$ cat src/include/obi_mem_params.svh
// OBI memory parameters

`ifndef OBI_MEM_PARAMS_SVH
`define OBI_MEM_PARAMS_SVH

// --------------------
// Bus widths
// --------------------
// Byte address width
`define OBI_ADDR_W      16
// Data word width
`define OBI_DATA_W      32
// One enable per data byte
`define OBI_BE_W        4

// --------------------
// Bank layout
// --------------------
`define OBI_NUM_BANKS   4
`define OBI_BANK_WORDS  64
// Index widths, log2 of the two counts above
`define OBI_BANK_IDX_W  2
`define OBI_WORD_IDX_W  6

`endif

$ cat src/hdl/obi_mem_pkg.sv
// OBI memory types

`include "obi_mem_params.svh"

package obi_mem_pkg;

    // --------------------
    // Bus payload types
    // --------------------
    // Byte address as issued by the master
    typedef logic [`OBI_ADDR_W-1:0]     obi_addr_t;

    // Read and write data word
    typedef logic [`OBI_DATA_W-1:0]     obi_data_t;

    // Byte enables, bit n covers data byte n
    typedef logic [`OBI_BE_W-1:0]       obi_be_t;

    // --------------------
    // Address map fields
    // --------------------
    // Bank number, taken from the bits above the word index
    typedef logic [`OBI_BANK_IDX_W-1:0] bank_idx_t;

    // Word number inside one bank
    typedef logic [`OBI_WORD_IDX_W-1:0] word_idx_t;

endpackage : obi_mem_pkg

$ cat src/hdl/obi_addr_decoder.sv
// OBI address decoder

`timescale 1ns/10ps

`include "obi_mem_params.svh"

module obi_addr_decoder (
    input  logic                   clk_i,
    input  logic                   rst_i,
    // Master request
    input  logic                   req_i,
    input  obi_mem_pkg::obi_addr_t addr_i,
    input  logic                   we_i,
    input  obi_mem_pkg::obi_be_t   be_i,
    input  obi_mem_pkg::obi_data_t wdata_i,
    output logic                   gnt_o,
    // Bank side
    input  logic                   bank_gnt_i [`OBI_NUM_BANKS],
    output logic                   bank_req_o [`OBI_NUM_BANKS],
    output obi_mem_pkg::word_idx_t bank_word_o,
    output logic                   bank_we_o,
    output obi_mem_pkg::obi_be_t   bank_be_o,
    output obi_mem_pkg::obi_data_t bank_wdata_o,
    // To the response mux
    output logic                   err_strobe_o
);

    // Lowest address bit above the mapped region
    localparam int HI_LSB = `OBI_WORD_IDX_W + `OBI_BANK_IDX_W + 2;

    obi_mem_pkg::bank_idx_t bank_sel;
    logic                   unmapped;
    logic                   err_q;

    // --------------------
    // Address split
    // --------------------
    // Bits 1..0 are the byte offset and are dropped
    assign bank_word_o = addr_i[`OBI_WORD_IDX_W+1:2];
    assign bank_sel    = addr_i[HI_LSB-1:`OBI_WORD_IDX_W+2];
    // Any upper bit set falls outside every bank
    assign unmapped    = |addr_i[`OBI_ADDR_W-1:HI_LSB];

    // Write payload is shared by all banks
    assign bank_we_o    = we_i;
    assign bank_be_o    = be_i;
    assign bank_wdata_o = wdata_i;

    // --------------------
    // Request steering
    // --------------------
    always_comb begin
        for (int i = 0; i < `OBI_NUM_BANKS; i++) begin
            // Only the addressed bank sees req, never in reset
            bank_req_o[i] = req_i & ~rst_i & ~unmapped
                            & (bank_sel == obi_mem_pkg::bank_idx_t'(i));
        end
    end

    // Unmapped requests are always granted, otherwise follow the bank
    assign gnt_o = ~rst_i & (unmapped | bank_gnt_i[bank_sel]);

    // --------------------
    // Error strobe
    // --------------------
    // One cycle pulse after an unmapped accept, lines up with bank rvalid
    always_ff @(posedge clk_i) begin
        if (rst_i) begin
            err_q <= 1'b0;
        end else begin
            err_q <= req_i & unmapped;
        end
    end

    assign err_strobe_o = err_q;

endmodule : obi_addr_decoder

$ cat config.mk
export PLATFORM = sky130hd
export DESIGN_NAME = obi_addr_decoder
export DESIGN_NICKNAME = d
export VERILOG_FILES = /design/src/hdl/obi_mem_pkg.sv /design/src/hdl/obi_addr_decoder.sv
export VERILOG_INCLUDE_DIRS = /design/src /design/src/include
export SDC_FILE = /design/constraint.sdc
export NUM_CORES = 1
export LEC_CHECK = 0
export BUFFER_PORTS_ARGS = -buffer_cell sky130_fd_sc_hd__buf_2
export CAP_MARGIN = 20
export CORE_ASPECT_RATIO = 1.1
export CORE_MARGIN = 1
export CORE_UTILIZATION = 24
export CTS_BUF_LIST = sky130_fd_sc_hd__clkbuf_4 sky130_fd_sc_hd__clkbuf_8 sky130_fd_sc_hd__clkbuf_16
export DETAILED_ROUTE_END_ITERATION = 8
export GPL_TIMING_DRIVEN = 1
export PLACE_DENSITY = 0.9
export SYNTH_ARGS = -nofsm -noshare
export SYNTH_HDL_FRONTEND = slang
export SYNTH_SLANG_ARGS = --single-unit
$ cat constraint.sdc
create_clock -name clk_i -period 3.4 [get_ports clk_i]
set_clock_uncertainty 0.2 [all_clocks]
set_input_delay 0.17 -clock clk_i [delete_from_list [all_inputs] [get_ports clk_i]]
set_output_delay 0.17 -clock clk_i [all_outputs]
set_load 0.01 [all_outputs]
==> reports/results.md <==
| Metric | This run | Unit |
|---|---|---|
| Placed Instances | 51 | - |
| Crit Path Category | input pin to output pin | - |
| Min Tclk post-route | 2.003 | ns |
| Main combinational cell family by area after synthesis | buffers and inverters | - |
| Max FFs per register | 1 | - |
| Worst relative slew slack | 0.7694 | - |
| CP startpoint | addr_i[15] | - |
| Final-report max-slew violation count | 0 | - |
| Nature of the critical path startpoint | input pin | - |
| Number of top-level pins | 109 | - |
| Setup bufs post-CTS | 0 | - |
| Via count of the first global-routing pass | 225 | - |
| Number of placement rows | 16 | - |
| GRT Residual Overflow | 0 | - |
| Warnings, synthesis | 0 | - |
| Remaining DRCs | 16 | - |
| Floorplan die area | 2076 | µm² |
| MaxCap Viol Count | 0 | - |
| Post-synthesis share of cell area spent on full adders, half adders and majority gates | 0 | - |
| Fmax | 499.2 | MHz |
| Outcome | finished with violations | - |
| Finished Layout Cells | 51 | - |
| Final estimated routing congestion in global placement | 0.4458 | - |
| Largest fanout of any net on the critical path | 3 | - |
| Global Route Usage Sum | 0.05944 | - |
| Mapped Area | 455.4 | µm² |
| Worst Path Required | 3.03 | ns |
| Worst endpoint data arrival time | 1.63 | ns |
| Number of buffers inserted by port buffering | 20 | - |
| Initial DRC count | 17 | - |
| Setup tns final | 0 | ns |
| Detailed-route vias per instance | 5.020 | - |
| Worst Tran Pin Value | 0.3432 | ns |
| Final-report setup violation count | 0 | - |
| Die extent in y | 47.69 | µm |
| Number of resized instances in the post-cts repair step | 0 | - |
| Share of the synthesized netlist area taken by xor and xnor gates | 0 | - |
| Met3 usage | 0.06415 | - |
| Count of antenna diodes in the layout | 0 | - |
| Hold bufs inserted after CTS | 0 | - |
| Area inside the core boundary | 1782 | µm² |
| Power per standard cell area | 122.1 | nW/µm² |
| Startpoint of the most critical hold path | addr_i[4] | - |
| Number of antenna violations at the first check in global routing | 0 | - |
| Fraction of met1 tracks used by global routing | 0.01333 | - |
| Complex-gate fraction of the synthesized area | 0.01099 | - |
| Number of inserted filler cells in the final layout | 198 | - |
| Wire length per cell | 16.67 | µm |
| Vias | 256 | - |
| Die Wd | 43.54 | µm |
| Worst hold-check path type | input pin to output pin | - |
| Net count after synthesis | 116 | - |
| Gate Count Post-Synth | 56 | - |
| Ratio of final minimum period to clock period | 0.5891 | - |
| Worst IR Drop VDD | 0.00004211 | V |
| Detailed-routing iteration count for the pre-antenna-repair pass | 5 | - |
| Nature of the critical path endpoint | output pin | - |
| Part of the Yosys area used for sequential elements | 0.04396 | - |
| Standby leakage power | 0.1278 | nW |
| Unrepaired setup endpoints after global routing | no | - |
| First-pass GRT wire length | 931 | µm |
| Pin count of the biggest net entering global routing | 6 | - |
| Antenna Nets Post-Route | 0 | - |
| Multi-input gate area in the final layout | 108.9 | µm² |
| Failing checks | DRC | - |
| Layer with the highest usage after global routing | met2 | - |
| Global routing usage on met2 | 0.1364 | - |
| Count of distinct cell types in the synthesized netlist | 11 | - |
| Number of nets in the finished design | 95 | - |
| Total of flip-flops plus latches after synthesis | 1 | - |
| Post-Synth Simple-Gate Area | 0.1786 | - |
| Growth of design area from synthesis to finish | -43.96 | % |
| Share of synthesized area spent on multiplexers | 0.04945 | - |
| Mean area per synthesized cell | 8.133 | µm² |
| Layout cell share with drive strength beyond 1 | 0.7576 | - |
| Number of failing hold endpoints at the final stage | 0 | - |
| Wire length after detailed routing | 850 | µm |
| Sequential standard cell area | 20.02 | µm² |
| Initial Util | 0.2556 | - |
## worst paths after layout
path,endpoint,slack [ns],depth (start not counted)
worst min-delay path,bank_word_o[2],0.14,0
worst max-delay path,bank_req_o[2],1.40,5
## through the flow
step | area, µm² | setup WS, ns | power (mW) | hold slack [ns] | utilization
after global placement | 255.2 | 1.399 | 0.03006 | 0.1401 | 0.1433
final | 255.2 | 1.397 | 0.03116 | 0.1400 | 0.1433
after global routing | 255.2 | 1.351 | 0.03258 | 0.1400 | 0.1433
after detailed placement | 255.2 | 1.395 | 0.03118 | 0.1401 | 0.1433
after floorplan | 455.4 | 1.553 | 0.07080 | 0.1340 | -
after CTS | 255.2 | 1.393 | 0.03126 | 0.1401 | 0.1433
## synthesized netlist by cell type
library cell	count	share of area
sky130_fd_sc_hd__nor3b_2	2	0.055
sky130_fd_sc_hd__mux4_2	1	0.049
sky130_fd_sc_hd__a21oi_1	1	0.011
sky130_fd_sc_hd__or4b_4	1	0.030
sky130_fd_sc_hd__nor2b_1	2	0.027
sky130_fd_sc_hd__and4_1	1	0.019
sky130_fd_sc_hd__buf_4	43	0.71
sky130_fd_sc_hd__dfxtp_1	1	0.044
sky130_fd_sc_hd__nor3_1	2	0.022
sky130_fd_sc_hd__inv_1	1	0.0082
sky130_fd_sc_hd__or4_4	1	0.025
## cell type report
| type | instances | share of cell area |
|---|---|---|
| multi-input cells | 11 | 0.4265 |
| repair buffers | 20 | 0.3922 |
| well taps | 18 | 0.08824 |
| flip-flops and latches | 1 | 0.07843 |
| inverters | 1 | 0.01471 |
## critical path, cell delays in order
cell                      delay [ns]
sky130_fd_sc_hd__buf_2          0.10
sky130_fd_sc_hd__or4_4          0.52
sky130_fd_sc_hd__or4b_4         0.52
sky130_fd_sc_hd__nor3b_2        0.17
sky130_fd_sc_hd__buf_2          0.14
## report_power, final
part | internal, mW | switching [mW]
Sequential | 0.0126 | 0.000130
Clock | 0 | 0
Combinational | 0.0104 | 0.00796
## cells by family after synthesis
family,after synthesis
buf+inv,44
simple gates,9
compound gates,1
mux,1
flops,1
## layout by cell type (no fill, tap or decap), drive strengths merged
master	netlist	layout
a21oi	1	1
inv	1	1
and4	1	1
dfxtp	1	1
or4b	1	1
or4	1	1
mux4	1	1
nor2b	2	2
nor3	2	2
buf	43	20
nor3b	2	2
## metal layers
layer  up-vias  share of wire
met5         -              0
met4         0          0.042
met3         8           0.28
met2        43           0.51
met1       113           0.16
li1         92              -
No activity file was read; power rests on OpenSTA's default activity.
