## src/include/obi_mem_params.svh

```systemverilog
// OBI memory parameters

`ifndef OBI_MEM_PARAMS_SVH
`define OBI_MEM_PARAMS_SVH

// --------------------
// Bus widths
// --------------------
// Byte address width
`define OBI_ADDR_W      16
// Data word width
`define OBI_DATA_W      32
// One enable per data byte
`define OBI_BE_W        4

// --------------------
// Bank layout
// --------------------
`define OBI_NUM_BANKS   4
`define OBI_BANK_WORDS  64
// Index widths, log2 of the two counts above
`define OBI_BANK_IDX_W  2
`define OBI_WORD_IDX_W  6

`endif

```

## src/hdl/obi_mem_pkg.sv

```systemverilog
// OBI memory types

`include "obi_mem_params.svh"

package obi_mem_pkg;

    // --------------------
    // Bus payload types
    // --------------------
    // Byte address as issued by the master
    typedef logic [`OBI_ADDR_W-1:0]     obi_addr_t;

    // Read and write data word
    typedef logic [`OBI_DATA_W-1:0]     obi_data_t;

    // Byte enables, bit n covers data byte n
    typedef logic [`OBI_BE_W-1:0]       obi_be_t;

    // --------------------
    // Address map fields
    // --------------------
    // Bank number, taken from the bits above the word index
    typedef logic [`OBI_BANK_IDX_W-1:0] bank_idx_t;

    // Word number inside one bank
    typedef logic [`OBI_WORD_IDX_W-1:0] word_idx_t;

endpackage : obi_mem_pkg

```

## src/hdl/obi_resp_mux.sv

```systemverilog
// OBI response mux

`timescale 1ns/10ps

`include "obi_mem_params.svh"

module obi_resp_mux (
    input  logic                   clk_i,
    input  logic                   rst_i,
    // Bank responses
    input  logic                   bank_rvalid_i [`OBI_NUM_BANKS],
    input  obi_mem_pkg::obi_data_t bank_rdata_i  [`OBI_NUM_BANKS],
    // Unmapped access from the decoder
    input  logic                   err_strobe_i,
    // Master response
    output logic                   rvalid_o,
    output obi_mem_pkg::obi_data_t rdata_o,
    output logic                   err_o
);

    obi_mem_pkg::obi_data_t sel_data;
    logic                   any_valid;
    obi_mem_pkg::obi_data_t rdata_q;
    logic                   rvalid_q;
    logic                   err_q;

    // --------------------
    // Source select
    // --------------------
    // At most one source is valid per cycle, so an OR of masked data works
    always_comb begin
        sel_data  = '0;
        any_valid = err_strobe_i;
        for (int i = 0; i < `OBI_NUM_BANKS; i++) begin
            if (bank_rvalid_i[i]) begin
                sel_data  = sel_data | bank_rdata_i[i];
                any_valid = 1'b1;
            end
        end
    end

    // --------------------
    // Output register
    // --------------------
    always_ff @(posedge clk_i) begin
        if (rst_i) begin
            rvalid_q <= 1'b0;
            err_q    <= 1'b0;
        end else begin
            rvalid_q <= any_valid;
            err_q    <= err_strobe_i;
        end
        // Error cycles carry zero since no bank is valid then
        rdata_q <= sel_data;
    end

    assign rvalid_o = rvalid_q;
    assign rdata_o  = rdata_q;
    assign err_o    = err_q;

endmodule : obi_resp_mux

```

## config.mk

```make
export PLATFORM = sky130hd
export DESIGN_NAME = obi_resp_mux
export DESIGN_NICKNAME = d
export VERILOG_FILES = /design/src/hdl/obi_mem_pkg.sv /design/src/hdl/obi_resp_mux.sv
export VERILOG_INCLUDE_DIRS = /design/src /design/src/include
export SDC_FILE = /design/constraint.sdc
export NUM_CORES = 1
export LEC_CHECK = 0
export BUFFER_PORTS_ARGS = -buffer_cell sky130_fd_sc_hd__buf_2
export CAP_MARGIN = 20
export CORE_MARGIN = 1.5
export CORE_UTILIZATION = 35
export DETAILED_ROUTE_END_ITERATION = 8
export PLACE_DENSITY = 0.85
export SLEW_MARGIN = 20
export SYNTH_ARGS = -nofsm -noshare
export SYNTH_HDL_FRONTEND = slang
export SYNTH_SLANG_ARGS = --single-unit
```

## constraint.sdc

```tcl
create_clock -name clk_i -period 0.9 [get_ports clk_i]
set_input_delay 0.18 -clock clk_i [delete_from_list [all_inputs] [get_ports clk_i]]
set_output_delay 0.18 -clock clk_i [all_outputs]
set_load 0.02 [all_outputs]
```

==> results of run 1 <==
[report_power, final]
| part | internal, mW | switching (mW) |
|---|---|---|
| registers | 1.67 | 0.0604 |
| logic | 0.647 | 0.550 |
| clock network | 0.885 | 0.513 |
[sequential cells by signal, summed over array words and instances (netlist names)]
name / cells
err_o: 1
rdata_o: 32
rvalid_o: 1
[worst max path at each step]
stage	start	cells past startpoint	to	slack (ns)
3_3_place_gp	bank_rvalid_i[2]	3	rvalid_o	-0.10
2_1_floorplan	bank_rvalid_i[1]	4	rdata_o[0]	0.15
3_5_place_dp	bank_rvalid_i[2]	3	rvalid_o	-0.15
6_report	rdata_o[31]	1	rdata_o[31]	-0.01
5_1_grt	rdata_o[17]	1	rdata_o[17]	-0.03
4_1_cts	rdata_o[31]	1	rdata_o[31]	-0.02
[cells in the mapped netlist, drive strengths merged]
library cell  number  area [um2]
a21oi              1        5.00
a22oi             64         631
buf               16         206
dfxtp             34         681
nand2             32         120
nor2               1        3.75
nor2b              1        6.26
nor3               1        5.00
[area by class of cell]
type                       instances  area share
multi-input combinational        100       0.275
sequential                        34       0.258
clock inverter                     1      0.0107
tap                               52      0.0232
timing repair buffer             172       0.404
clock buffer                       6      0.0294
[routing by layer]
| layer | GRT usage | share of wire | routed length (um) | vias to the layer above |
|---|---|---|---|---|
| li1 | - | - | - | 888 |
| met1 | 0.189 | 0.34 | 1810 | 845 |
| met2 | 0.388 | 0.55 | 2900 | 106 |
| met3 | 0.0549 | 0.096 | 505 | 7 |
| met4 | 0.0650 | 0.011 | 57 | 0 |
| met5 | 0 | 0 | 0 | - |
[what timing repair did]
| item | in CTS | in global routing |
|---|---|---|
| endpoints found under the hold margin | 0 | 0 |
| resized for setup | 101 | 1 |
| endpoints found under the setup margin | 34 | 34 |
[cells in the final DEF, fill, tap and decap left out, drive strengths merged]
master	n
bufinv	1
dfxtp	34
buf	172
clkbuf	6
a22oi	64
nand2	32
a21oi	1
nor2b	1
nor2	1
nor3	1
[cell families after synthesis]
family	after synthesis
AND/OR/NAND/NOR	35
AO/OA/AOI/OAI	65
buffers and inverters	16
flip-flops	34
[per-stage QoR]
step / worst slack, ns / instance area [um2] / total power, mW / TNS, ns / utilization
2_1_floorplan: 0.153 / 1660 / 2.29 / 0 / -
3_3_place_gp: -0.102 / 2440 / 2.71 / -2.50 / 0.548
3_5_place_dp: -0.146 / 2440 / 2.74 / -3.83 / 0.548
4_1_cts: -0.0186 / 2800 / 4.36 / -0.142 / 0.631
5_1_grt: -0.0326 / 2810 / 4.51 / -0.588 / 0.631
6_report: -0.0125 / 2810 / 4.32 / -0.0132 / 0.631
==> summary.txt, run 1 <==
Run status
  • Outcome: finished with violations
  • Failing checks: design-rule violations, negative setup slack

Synthesis
  • Simple-Gate Fraction of Synth Area: 0.0815
  • Synth Net Count: 285
  • Mapped Cells: 150
  • Main combinational cell family by area after synthesis: compound AO/OA/AOI/OAI gates
  • Post-synthesis adder-cell area fraction: 0
  • Avg Inst Size Synth: 11.1 um2
  • Mux contribution to synthesized area: 0
  • Synthesized cell area: 1660 um2
  • Post-synthesis xor/xnor area fraction: 0
  • #FFs+latches synth: 34
  • Yosys cell types: 10
  • Compound-Gate Fraction of Synth Area: 0.383
  • Post-synthesis sequential area ratio: 0.411
  • Yosys warns: 0

Global routing
  • Antenna violations before repair: 0
  • GRT overflow: 0
  • Pin count of the biggest net entering global routing: 34
  • First-pass GRT wire length: 7.89 mm
  • Number of global-route vias before repair: 1832
  • GRT Total Usage: 0.195

Layout
  • Number of inserted diodes: 0
  • Non-Filler Instances: 365
  • Multi-input logic area: 771 um2
  • Layout area overhead: 69.2%
  • Fill count: 341
  • Layout cells sized above 1: 0.776
  • Nets: 448
  • Register area: 723 um2

Place
  • Post-detail-place hpwl: 3.81 mm
  • Final GP Congestion: 0.761
  • Placed cell count: 358
  • Number of I/O port buffers: 168

Die
  • Die H: 71.8 um
  • Initial Util: 0.373
  • Die ar.: 5160 um2
  • Area of the core: 4440 um2
  • FP Rows: 24
  • Die X-Extent: 71.8 um
  • IO Pins: 169

STA
  • RSZ-0062 raised after global routing: yes
  • Measured slew at the worst slew-check pin: 0.637 ns
  • Slew Viols, Final: 0
  • Worst hold slack: 0.0617 ns
  • Final period util: 1.01
  • Max transition margin: 0.575
  • PnR worst setup slack: -0.0125 ns
  • Minimum clock period: 0.913 ns
  • Final Hold Violating Endpoints: 0
  • Final setup viols: 2
  • Maximum clock frequency: 1100 MHz

Worst hold path
  • Hold Startpoint: rst_i
  • Worst hold endpoint: rvalid_o
  • WHS Path Cells: 2
  • Min-delay worst type: input port to register

Critical path
  • Slowest cell on crit path: dfxtp_2
  • CP Cell Sequence: buf_6
  • Worst Path Arrival: 0.73 ns
  • Worst path required time: 0.72 ns
  • Critical path class: register to output port
  • CP max stage delay: 0.34 ns
  • Buf/Inv on CP: 1
  • Startpoint Class: register
  • Crit end category: output port
  • Worst-path maximum fanout: 1
  • CP top delay family: flip-flops

CTS
  • CTS tree: built
  • Maximum root-to-sink buffer count: 2
  • CTS H-tree depth: 2
  • Total CTS buffers: 5
  • # clock sinks: 34
  • Clock root buffer: clkbuf_8
  • # hold bufs at CTS: 0
  • Setup bufs post-CTS: 0
  • Reg clk slew, reported paths: 0.07 ns

Route
  • Initial DRC Count: 91
  • Residual DRC: 12
  • Vias: 1846
  • Aggregate routed wire length: 5.27 mm
  • WL/cell: 14.4 um
  • Drt pass-1 iters: 8
  • Number of nets with antenna violations after routing: 0
  • Drt via density: 5.06

Pwr
  • Leak pwr: 1.37 nW
  • Largest vdd supply drop: 0.914 mV
  • Pwr Density: 1540 nW/um2

Run
  • # Max-Cap Violations: 0
Power figures use the tool's default switching activity.
==> run 2, diff against run 1 <==
--- a/config.mk
+++ b/config.mk
@@ -6,12 +6,13 @@
 export SDC_FILE = /design/constraint.sdc
 export NUM_CORES = 1
 export LEC_CHECK = 0
+export ABC_AREA = 1
 export BUFFER_PORTS_ARGS = -buffer_cell sky130_fd_sc_hd__buf_2
 export CAP_MARGIN = 20
 export CORE_MARGIN = 1.5
 export CORE_UTILIZATION = 35
 export DETAILED_ROUTE_END_ITERATION = 8
-export PLACE_DENSITY = 0.85
+export PLACE_DENSITY = 0.86
 export SLEW_MARGIN = 20
 export SYNTH_ARGS = -nofsm -noshare
 export SYNTH_HDL_FRONTEND = slang
==> summary.txt, run 2 <==
Synthesis
  • Yosys warns: 0 (unchanged)
  • Avg Inst Size Synth: 7.37 um2 (-33%)
  • Ys flop type: dfxtp_1
  • Most numerous cell in the Yosys netlist: nand2_1
  • Mapped Cells: 218 (+45%)
  • Largest cells by area after synthesis: dfxtp_1, nand2_1, nand4_1
  • Synth cell count leaders: nand2_1, dfxtp_1, nand4_1
  • Yosys cell types: 9 (-1)
  • Synth Net Count: 353 (+24%)
  • Count of flip-flops with a built-in enable after synthesis: 0 (unchanged)
  • Post-synthesis async set-or-reset flop share: 0 (unchanged)
  • Synthesized cell area: 1610 um2 (-3.1%)
  • Synth top area share: 0.424 (+0.0131)
  • #FFs+latches synth: 34 (unchanged)
  • Synth area leader: dfxtp_1
  • Post-synthesis sequential area ratio: 0.424 (+0.0131)

Global routing
  • GRT overflow: 0 (unchanged)
  • Number of global-route vias before repair: 2078 (+13%)
  • First-pass GRT wire length: 8.60 mm (+9.1%)
  • GRT Total Usage: 0.213 (+0.0183)
  • Antenna violations before repair: 0 (unchanged)
  • Pin count of the biggest net entering global routing: 18 (-47%)

CTS
  • # clock sinks: 34 (unchanged)
  • CTS tree: built
  • Reg clk slew, reported paths: 0.07 ns (about the same)
  • # hold bufs at CTS: 0 (unchanged)
  • Total CTS buffers: 5 (unchanged)
  • Maximum root-to-sink buffer count: 2 (unchanged)
  • Clock root buffer: clkbuf_8
  • CTS H-tree depth: 2 (unchanged)

Layout
  • Non-Filler Instances: 438 (+20%)
  • Register area: 723 um2 (unchanged)
  • Fill count: 340 (-0.29%)
  • Number of inserted diodes: 0 (unchanged)
  • Most frequent cells in the layout: buf_2, nand2_1, dfxtp_2, buf_6, nand4_1
  • Max reg flops: 32 (unchanged)
  • Nets: 520 (+16%)
  • Commonest non-fill, non-tap cell in the layout: buf_2
  • Multi-input logic area: 726 um2 (-5.8%)
  • Layout cells sized above 1: 0.588 (-0.188)
  • Layout area overhead: 74.6%

Critical path
  • Worst path required time: 0.72 ns (about the same)
  • Crit end category: output port
  • Slowest cell on crit path: dfxtp_2
  • CP max stage delay: 0.32 ns (-0.02 ns)
  • Worst-path maximum fanout: 1 (unchanged)
  • Worst Path Arrival: 0.72 ns (about the same)
  • CP top delay family: flip-flops
  • Buf/Inv on CP: 1 (unchanged)
  • CP Cell Sequence: buf_6
  • Startpoint Class: register
  • Critical path class: register to output port

Route
  • Vias: 2063 (+12%)
  • Drt pass-1 iters: 4 (-4)
  • Aggregate routed wire length: 5.35 mm (+1.5%)
  • Residual DRC: 0 (-12)
  • WL/cell: 12.2 um (-15%)
  • Number of nets with antenna violations after routing: 0 (unchanged)
  • Drt via density: 4.71 (-6.9%)
  • Initial DRC Count: 68 (-25%)

STA
  • RSZ-0062 raised after global routing: yes
  • Max transition margin: 0.899 (+0.324)
  • Final Hold Violating Endpoints: 0 (unchanged)
  • Final period util: 1.00 (-0.0118)
  • Minimum clock period: 0.902 ns (-0.0106 ns)
  • Maximum clock frequency: 1110 MHz (+1.2%)
  • Final setup viols: 3 (+1)
  • Slew Viols, Final: 0 (unchanged)
  • Measured slew at the worst slew-check pin: 0.152 ns (-0.486 ns)
  • PnR worst setup slack: -0.00191 ns (+0.0106 ns)

Place
  • Post-detail-place hpwl: 3.98 mm (+4.5%)
  • Final GP Congestion: 0.766 (+0.63%)
  • Placed cell count: 430 (+20%)
  • DP Worst Slack: 0.0878 ns (+0.234 ns)
  • Number of I/O port buffers: 168 (unchanged)

Die
  • Die ar.: 5010 um2 (-3.0%)
  • Initial Util: 0.366 (-0.00659)
  • FP Rows: 24 (unchanged)
  • IO Pins: 169 (unchanged)
  • Area of the core: 4380 um2 (-1.4%)
  • Die H: 70.8 um (-1.5%)
  • Die X-Extent: 70.8 um (-1.5%)

Worst hold path
  • WHS Path Cells: 2 (unchanged)
  • Min-delay worst type: input port to register
  • Hold Startpoint: rst_i
  • Worst hold endpoint: err_o

Run
  • # Max-Cap Violations: 0 (unchanged)

Pwr
  • Post-layout total power: 4.02 mW (-7.1%)
  • Comb power frac: 0.283 (+0.006)
  • Clock power share: 0.287 (-0.037)
  • Largest vdd supply drop: 0.834 mV (-8.8%)
  • Pwr Density: 1430 nW/um2 (-7.1%)
  • Leak pwr: 1.50 nW (+9.4%)
  • Sequential power share: 0.430 (+0.030)
  • Internal: 2.89 mW (-9.6%)
  • Net Sw Frac: 0.279 (+0.0196)
  • Switching pwr: 1.12 mW (about the same)

Run status
  • Failing checks: negative setup slack
  • Outcome: finished with violations
-- run 2: cell types whose count changed after synthesis, moves of 2 or more --
cell	delta
a22oi_2	-30
nor2_1	+2
a22oi_1	-34
inv_1	+3
buf_6	+2
nand2_2	+10
nand4_1	+32
buf_12	-2
nand2_1	+87
-- run 2: per-stage QoR --
stage,TNS [ns],hold WS [ns],cell area (um2),util
2_1_floorplan,0,0.252,1610,-
4_1_cts,-0.156,0.0484,2800,0.640
3_3_place_gp,0,0.357,2460,0.561
5_1_grt,-0.634,0.0492,2810,0.640
6_report,-0.00402,0.0589,2810,0.640
3_5_place_dp,0,0.358,2460,0.561
-- run 2: cell families after synthesis --
logic type,Yosys count,synth area share
and+or+nand+nor,165,0.452
DFF,34,0.424
buffers and inverters,19,0.125
-- run 2: cell type report --
| cell class | count | share of cell area |
|---|---|---|
| multi-input combinational | 165 | 0.259 |
| sequential | 34 | 0.258 |
| timing repair buffer | 176 | 0.424 |
| clock inverter | 1 | 0.00178 |
| clock buffer | 7 | 0.0308 |
| tap | 52 | 0.0232 |
| inverter | 3 | 0.00401 |
-- run 2: what timing repair did --
item / CTS / global route
setup buffers: 0 / 0
setup endpoints to repair: 34 / 34
resized for setup: 101 / 1
-- run 2: power groups by stage --
stage               Clock, mW  Sequential [mW]  Combinational, mW
floorplan                   0             1.88              0.334
global placement            0             1.69              0.960
detailed placement          0             1.70              0.977
CTS                      1.18             1.72               1.13
global route             1.25             1.74               1.23
finish                   1.15             1.72               1.14
-- run 2: worst max path at each step --
stage	slack (ns)	cells past startpoint	endpoint	start
floorplan	0.24	4	rdata_o[0]	bank_rvalid_i[2]
global placement	0.12	4	rdata_o[11]	bank_rvalid_i[1]
detailed placement	0.09	4	rdata_o[5]	bank_rvalid_i[1]
CTS	-0.01	1	rdata_o[30]	rdata_o[30]
global route	-0.03	1	rdata_o[1]	rdata_o[1]
finish	-0.002	1	rdata_o[1]	rdata_o[1]
-- run 2: routing by layer --
metal	GRT usage	vias to the layer above	routed length (um)
met1	0.221	904	1960
met5	0	-	0
li1	-	1034	-
met4	0.0587	0	72
met3	0.0698	11	515
met2	0.407	114	2810
==> run 3, diff against run 2 <==
--- a/config.mk
+++ b/config.mk
@@ -7,7 +7,7 @@
 export NUM_CORES = 1
 export LEC_CHECK = 0
 export ABC_AREA = 1
-export BUFFER_PORTS_ARGS = -buffer_cell sky130_fd_sc_hd__buf_2
+export BUFFER_PORTS_ARGS = -buffer_cell sky130_fd_sc_hd__buf_4
 export CAP_MARGIN = 20
 export CORE_MARGIN = 1.5
 export CORE_UTILIZATION = 35
==> summary.txt, run 3 (synthesized netlist as in run 2, its figures left out) <==
Critical path
  • Crit end category: output port
  • Worst-path maximum fanout: 1 (unchanged)
  • CP top delay family: flip-flops
  • CP max stage delay: 0.32 ns (about the same)
  • Startpoint Class: register
  • Worst path required time: 0.72 ns (about the same)
  • Worst Path Arrival: 0.72 ns (about the same)
  • Critical path class: register to output port
  • Slowest cell on crit path: dfxtp_2
  • Buf/Inv on CP: 1 (unchanged)
  • CP Cell Sequence: buf_6

CTS
  • # clock sinks: 34 (unchanged)
  • Setup bufs post-CTS: 0 (unchanged)
  • CTS tree: built
  • CTS H-tree depth: 2 (unchanged)
  • Reg clk slew, reported paths: 0.07 ns (about the same)
  • Clock root buffer: clkbuf_8
  • # hold bufs at CTS: 0 (unchanged)
  • Maximum root-to-sink buffer count: 2 (unchanged)
  • Total CTS buffers: 5 (unchanged)

Route
  • Vias: 2078 (+0.73%)
  • Drt pass-1 iters: 4 (unchanged)
  • Residual DRC: 0 (unchanged)
  • WL/cell: 13.2 um (+8.2%)
  • Metal2 WL: 3.01 mm (+7.4%)
  • Drt via density: 4.86 (+3.1%)
  • Aggregate routed wire length: 5.66 mm (+5.8%)
  • DRT met1 WL: 1.89 mm (-3.4%)
  • Initial DRC Count: 104 (+53%)
  • Met3 Routed Length: 610 um (+18%)
  • Number of nets with antenna violations after routing: 0 (unchanged)
  • Highest routed layer: met4

STA
  • Max transition margin: 0.729 (-0.170)
  • RSZ-0062 raised after global routing: yes
  • Final Hold Violating Endpoints: 0 (unchanged)
  • Final period util: 0.997 (-0.00557)
  • Measured slew at the worst slew-check pin: 0.407 ns (+0.255 ns)
  • Maximum clock frequency: 1110 MHz (+0.56%)
  • Minimum clock period: 0.897 ns (-0.00501 ns)
  • Slew Viols, Final: 0 (unchanged)
  • Final setup viols: 0 (-3)

Layout
  • Nets: 512 (-1.5%)
  • Finished Cell Area: 3000 um2 (+6.8%)
  • Non-Filler Instances: 428 (-2.3%)
  • Max reg flops: 32 (unchanged)
  • Final Core Density: 0.684 (+0.0437)
  • Layout cells sized above 1: 0.580 (-0.00830)
  • Layout area overhead: 86.5%
  • Commonest non-fill, non-tap cell in the layout: buf_4
  • Most frequent cells in the layout: buf_4, nand2_1, dfxtp_2, buf_6, nand4_1
  • Number of inserted diodes: 0 (unchanged)

Worst hold path
  • Min-delay worst type: input port to register

Die
  • Area of the core: 4380 um2 (unchanged)
  • Die ar.: 5010 um2 (unchanged)
  • Die X-Extent: 70.8 um (unchanged)
  • Die H: 70.8 um (unchanged)
  • FP Rows: 24 (unchanged)
  • Initial Util: 0.366 (unchanged)
  • IO Pins: 169 (unchanged)

Global routing
  • Number of global-route vias before repair: 2011 (-3.2%)
  • GRT Total Usage: 0.209 (-0.00434)
  • Pin count of the biggest net entering global routing: 34 (+16)
  • First-pass GRT wire length: 8.49 mm (-1.4%)
  • Antenna violations before repair: 0 (unchanged)
  • GRT overflow: 0 (unchanged)

Run
  • # Max-Cap Violations: 0 (unchanged)

Place
  • Number of I/O port buffers: 168 (unchanged)
  • Placed cell count: 422 (-1.9%)
  • Post-detail-place hpwl: 4.27 mm (+7.2%)
  • Final GP Congestion: 0.793 (+3.5%)
  • Placement Cell Area: 2740 um2 (+12%)

Pwr
  • Leak pwr: 1.55 nW (+3.0%)
  • Pwr Density: 1350 nW/um2 (-5.8%)
  • Largest vdd supply drop: 0.808 mV (-3.1%)

Run status
  • Outcome: completed
[run 3: report_power, final]
| group | switching, mW | total [mW] | internal (mW) |
|---|---|---|---|
| Combinational | 0.518 | 1.23 | 0.712 |
| Sequential | 0.0593 | 1.73 | 1.67 |
| Clock | 0.495 | 1.08 | 0.590 |
[run 3: final timing paths]
check | to | depth (start not counted) | slack [ns] | startpoint
max | rdata_o[26] | 1 | 0.003 | rdata_o[26]
min | err_o | 2 | 0.07 | rst_i
[run 3: per-stage QoR]
stage	setup TNS [ns]	power, mW	hold slack, ns	setup WS, ns
final	0	4.04	0.0738	0.00310
after global routing	-0.338	4.22	0.0690	-0.0205
after CTS	-0.0201	4.07	0.0608	-0.00418
after detailed placement	0	2.86	0.361	0.0596
after global placement	0	2.83	0.348	0.0733
after floorplan	0	2.21	0.252	0.240
[run 3: layout make-up]
type | count | area (um2)
Clock buffer | 6 | 82.6
Fill cell | 357 | 1390
Inverter | 3 | 11.3
Multi-Input combinational cell | 165 | 726
Sequential cell | 34 | 723
Tap cell | 52 | 65.1
Timing Repair Buffer | 168 | 1390
[run 3: timing repair]
action | in CTS | in global routing
hold endpoints to repair | 0 | 0
endpoints found under the setup margin | 34 | 34
resized for setup | 57 | 11
[run 3: per-layer routing]
layer  vias to the layer above  GRT usage
met5                         -          0
li1                       1015          -
met3                        15     0.0570
met2                       127      0.401
met1                       921      0.207
met4                         0     0.0922
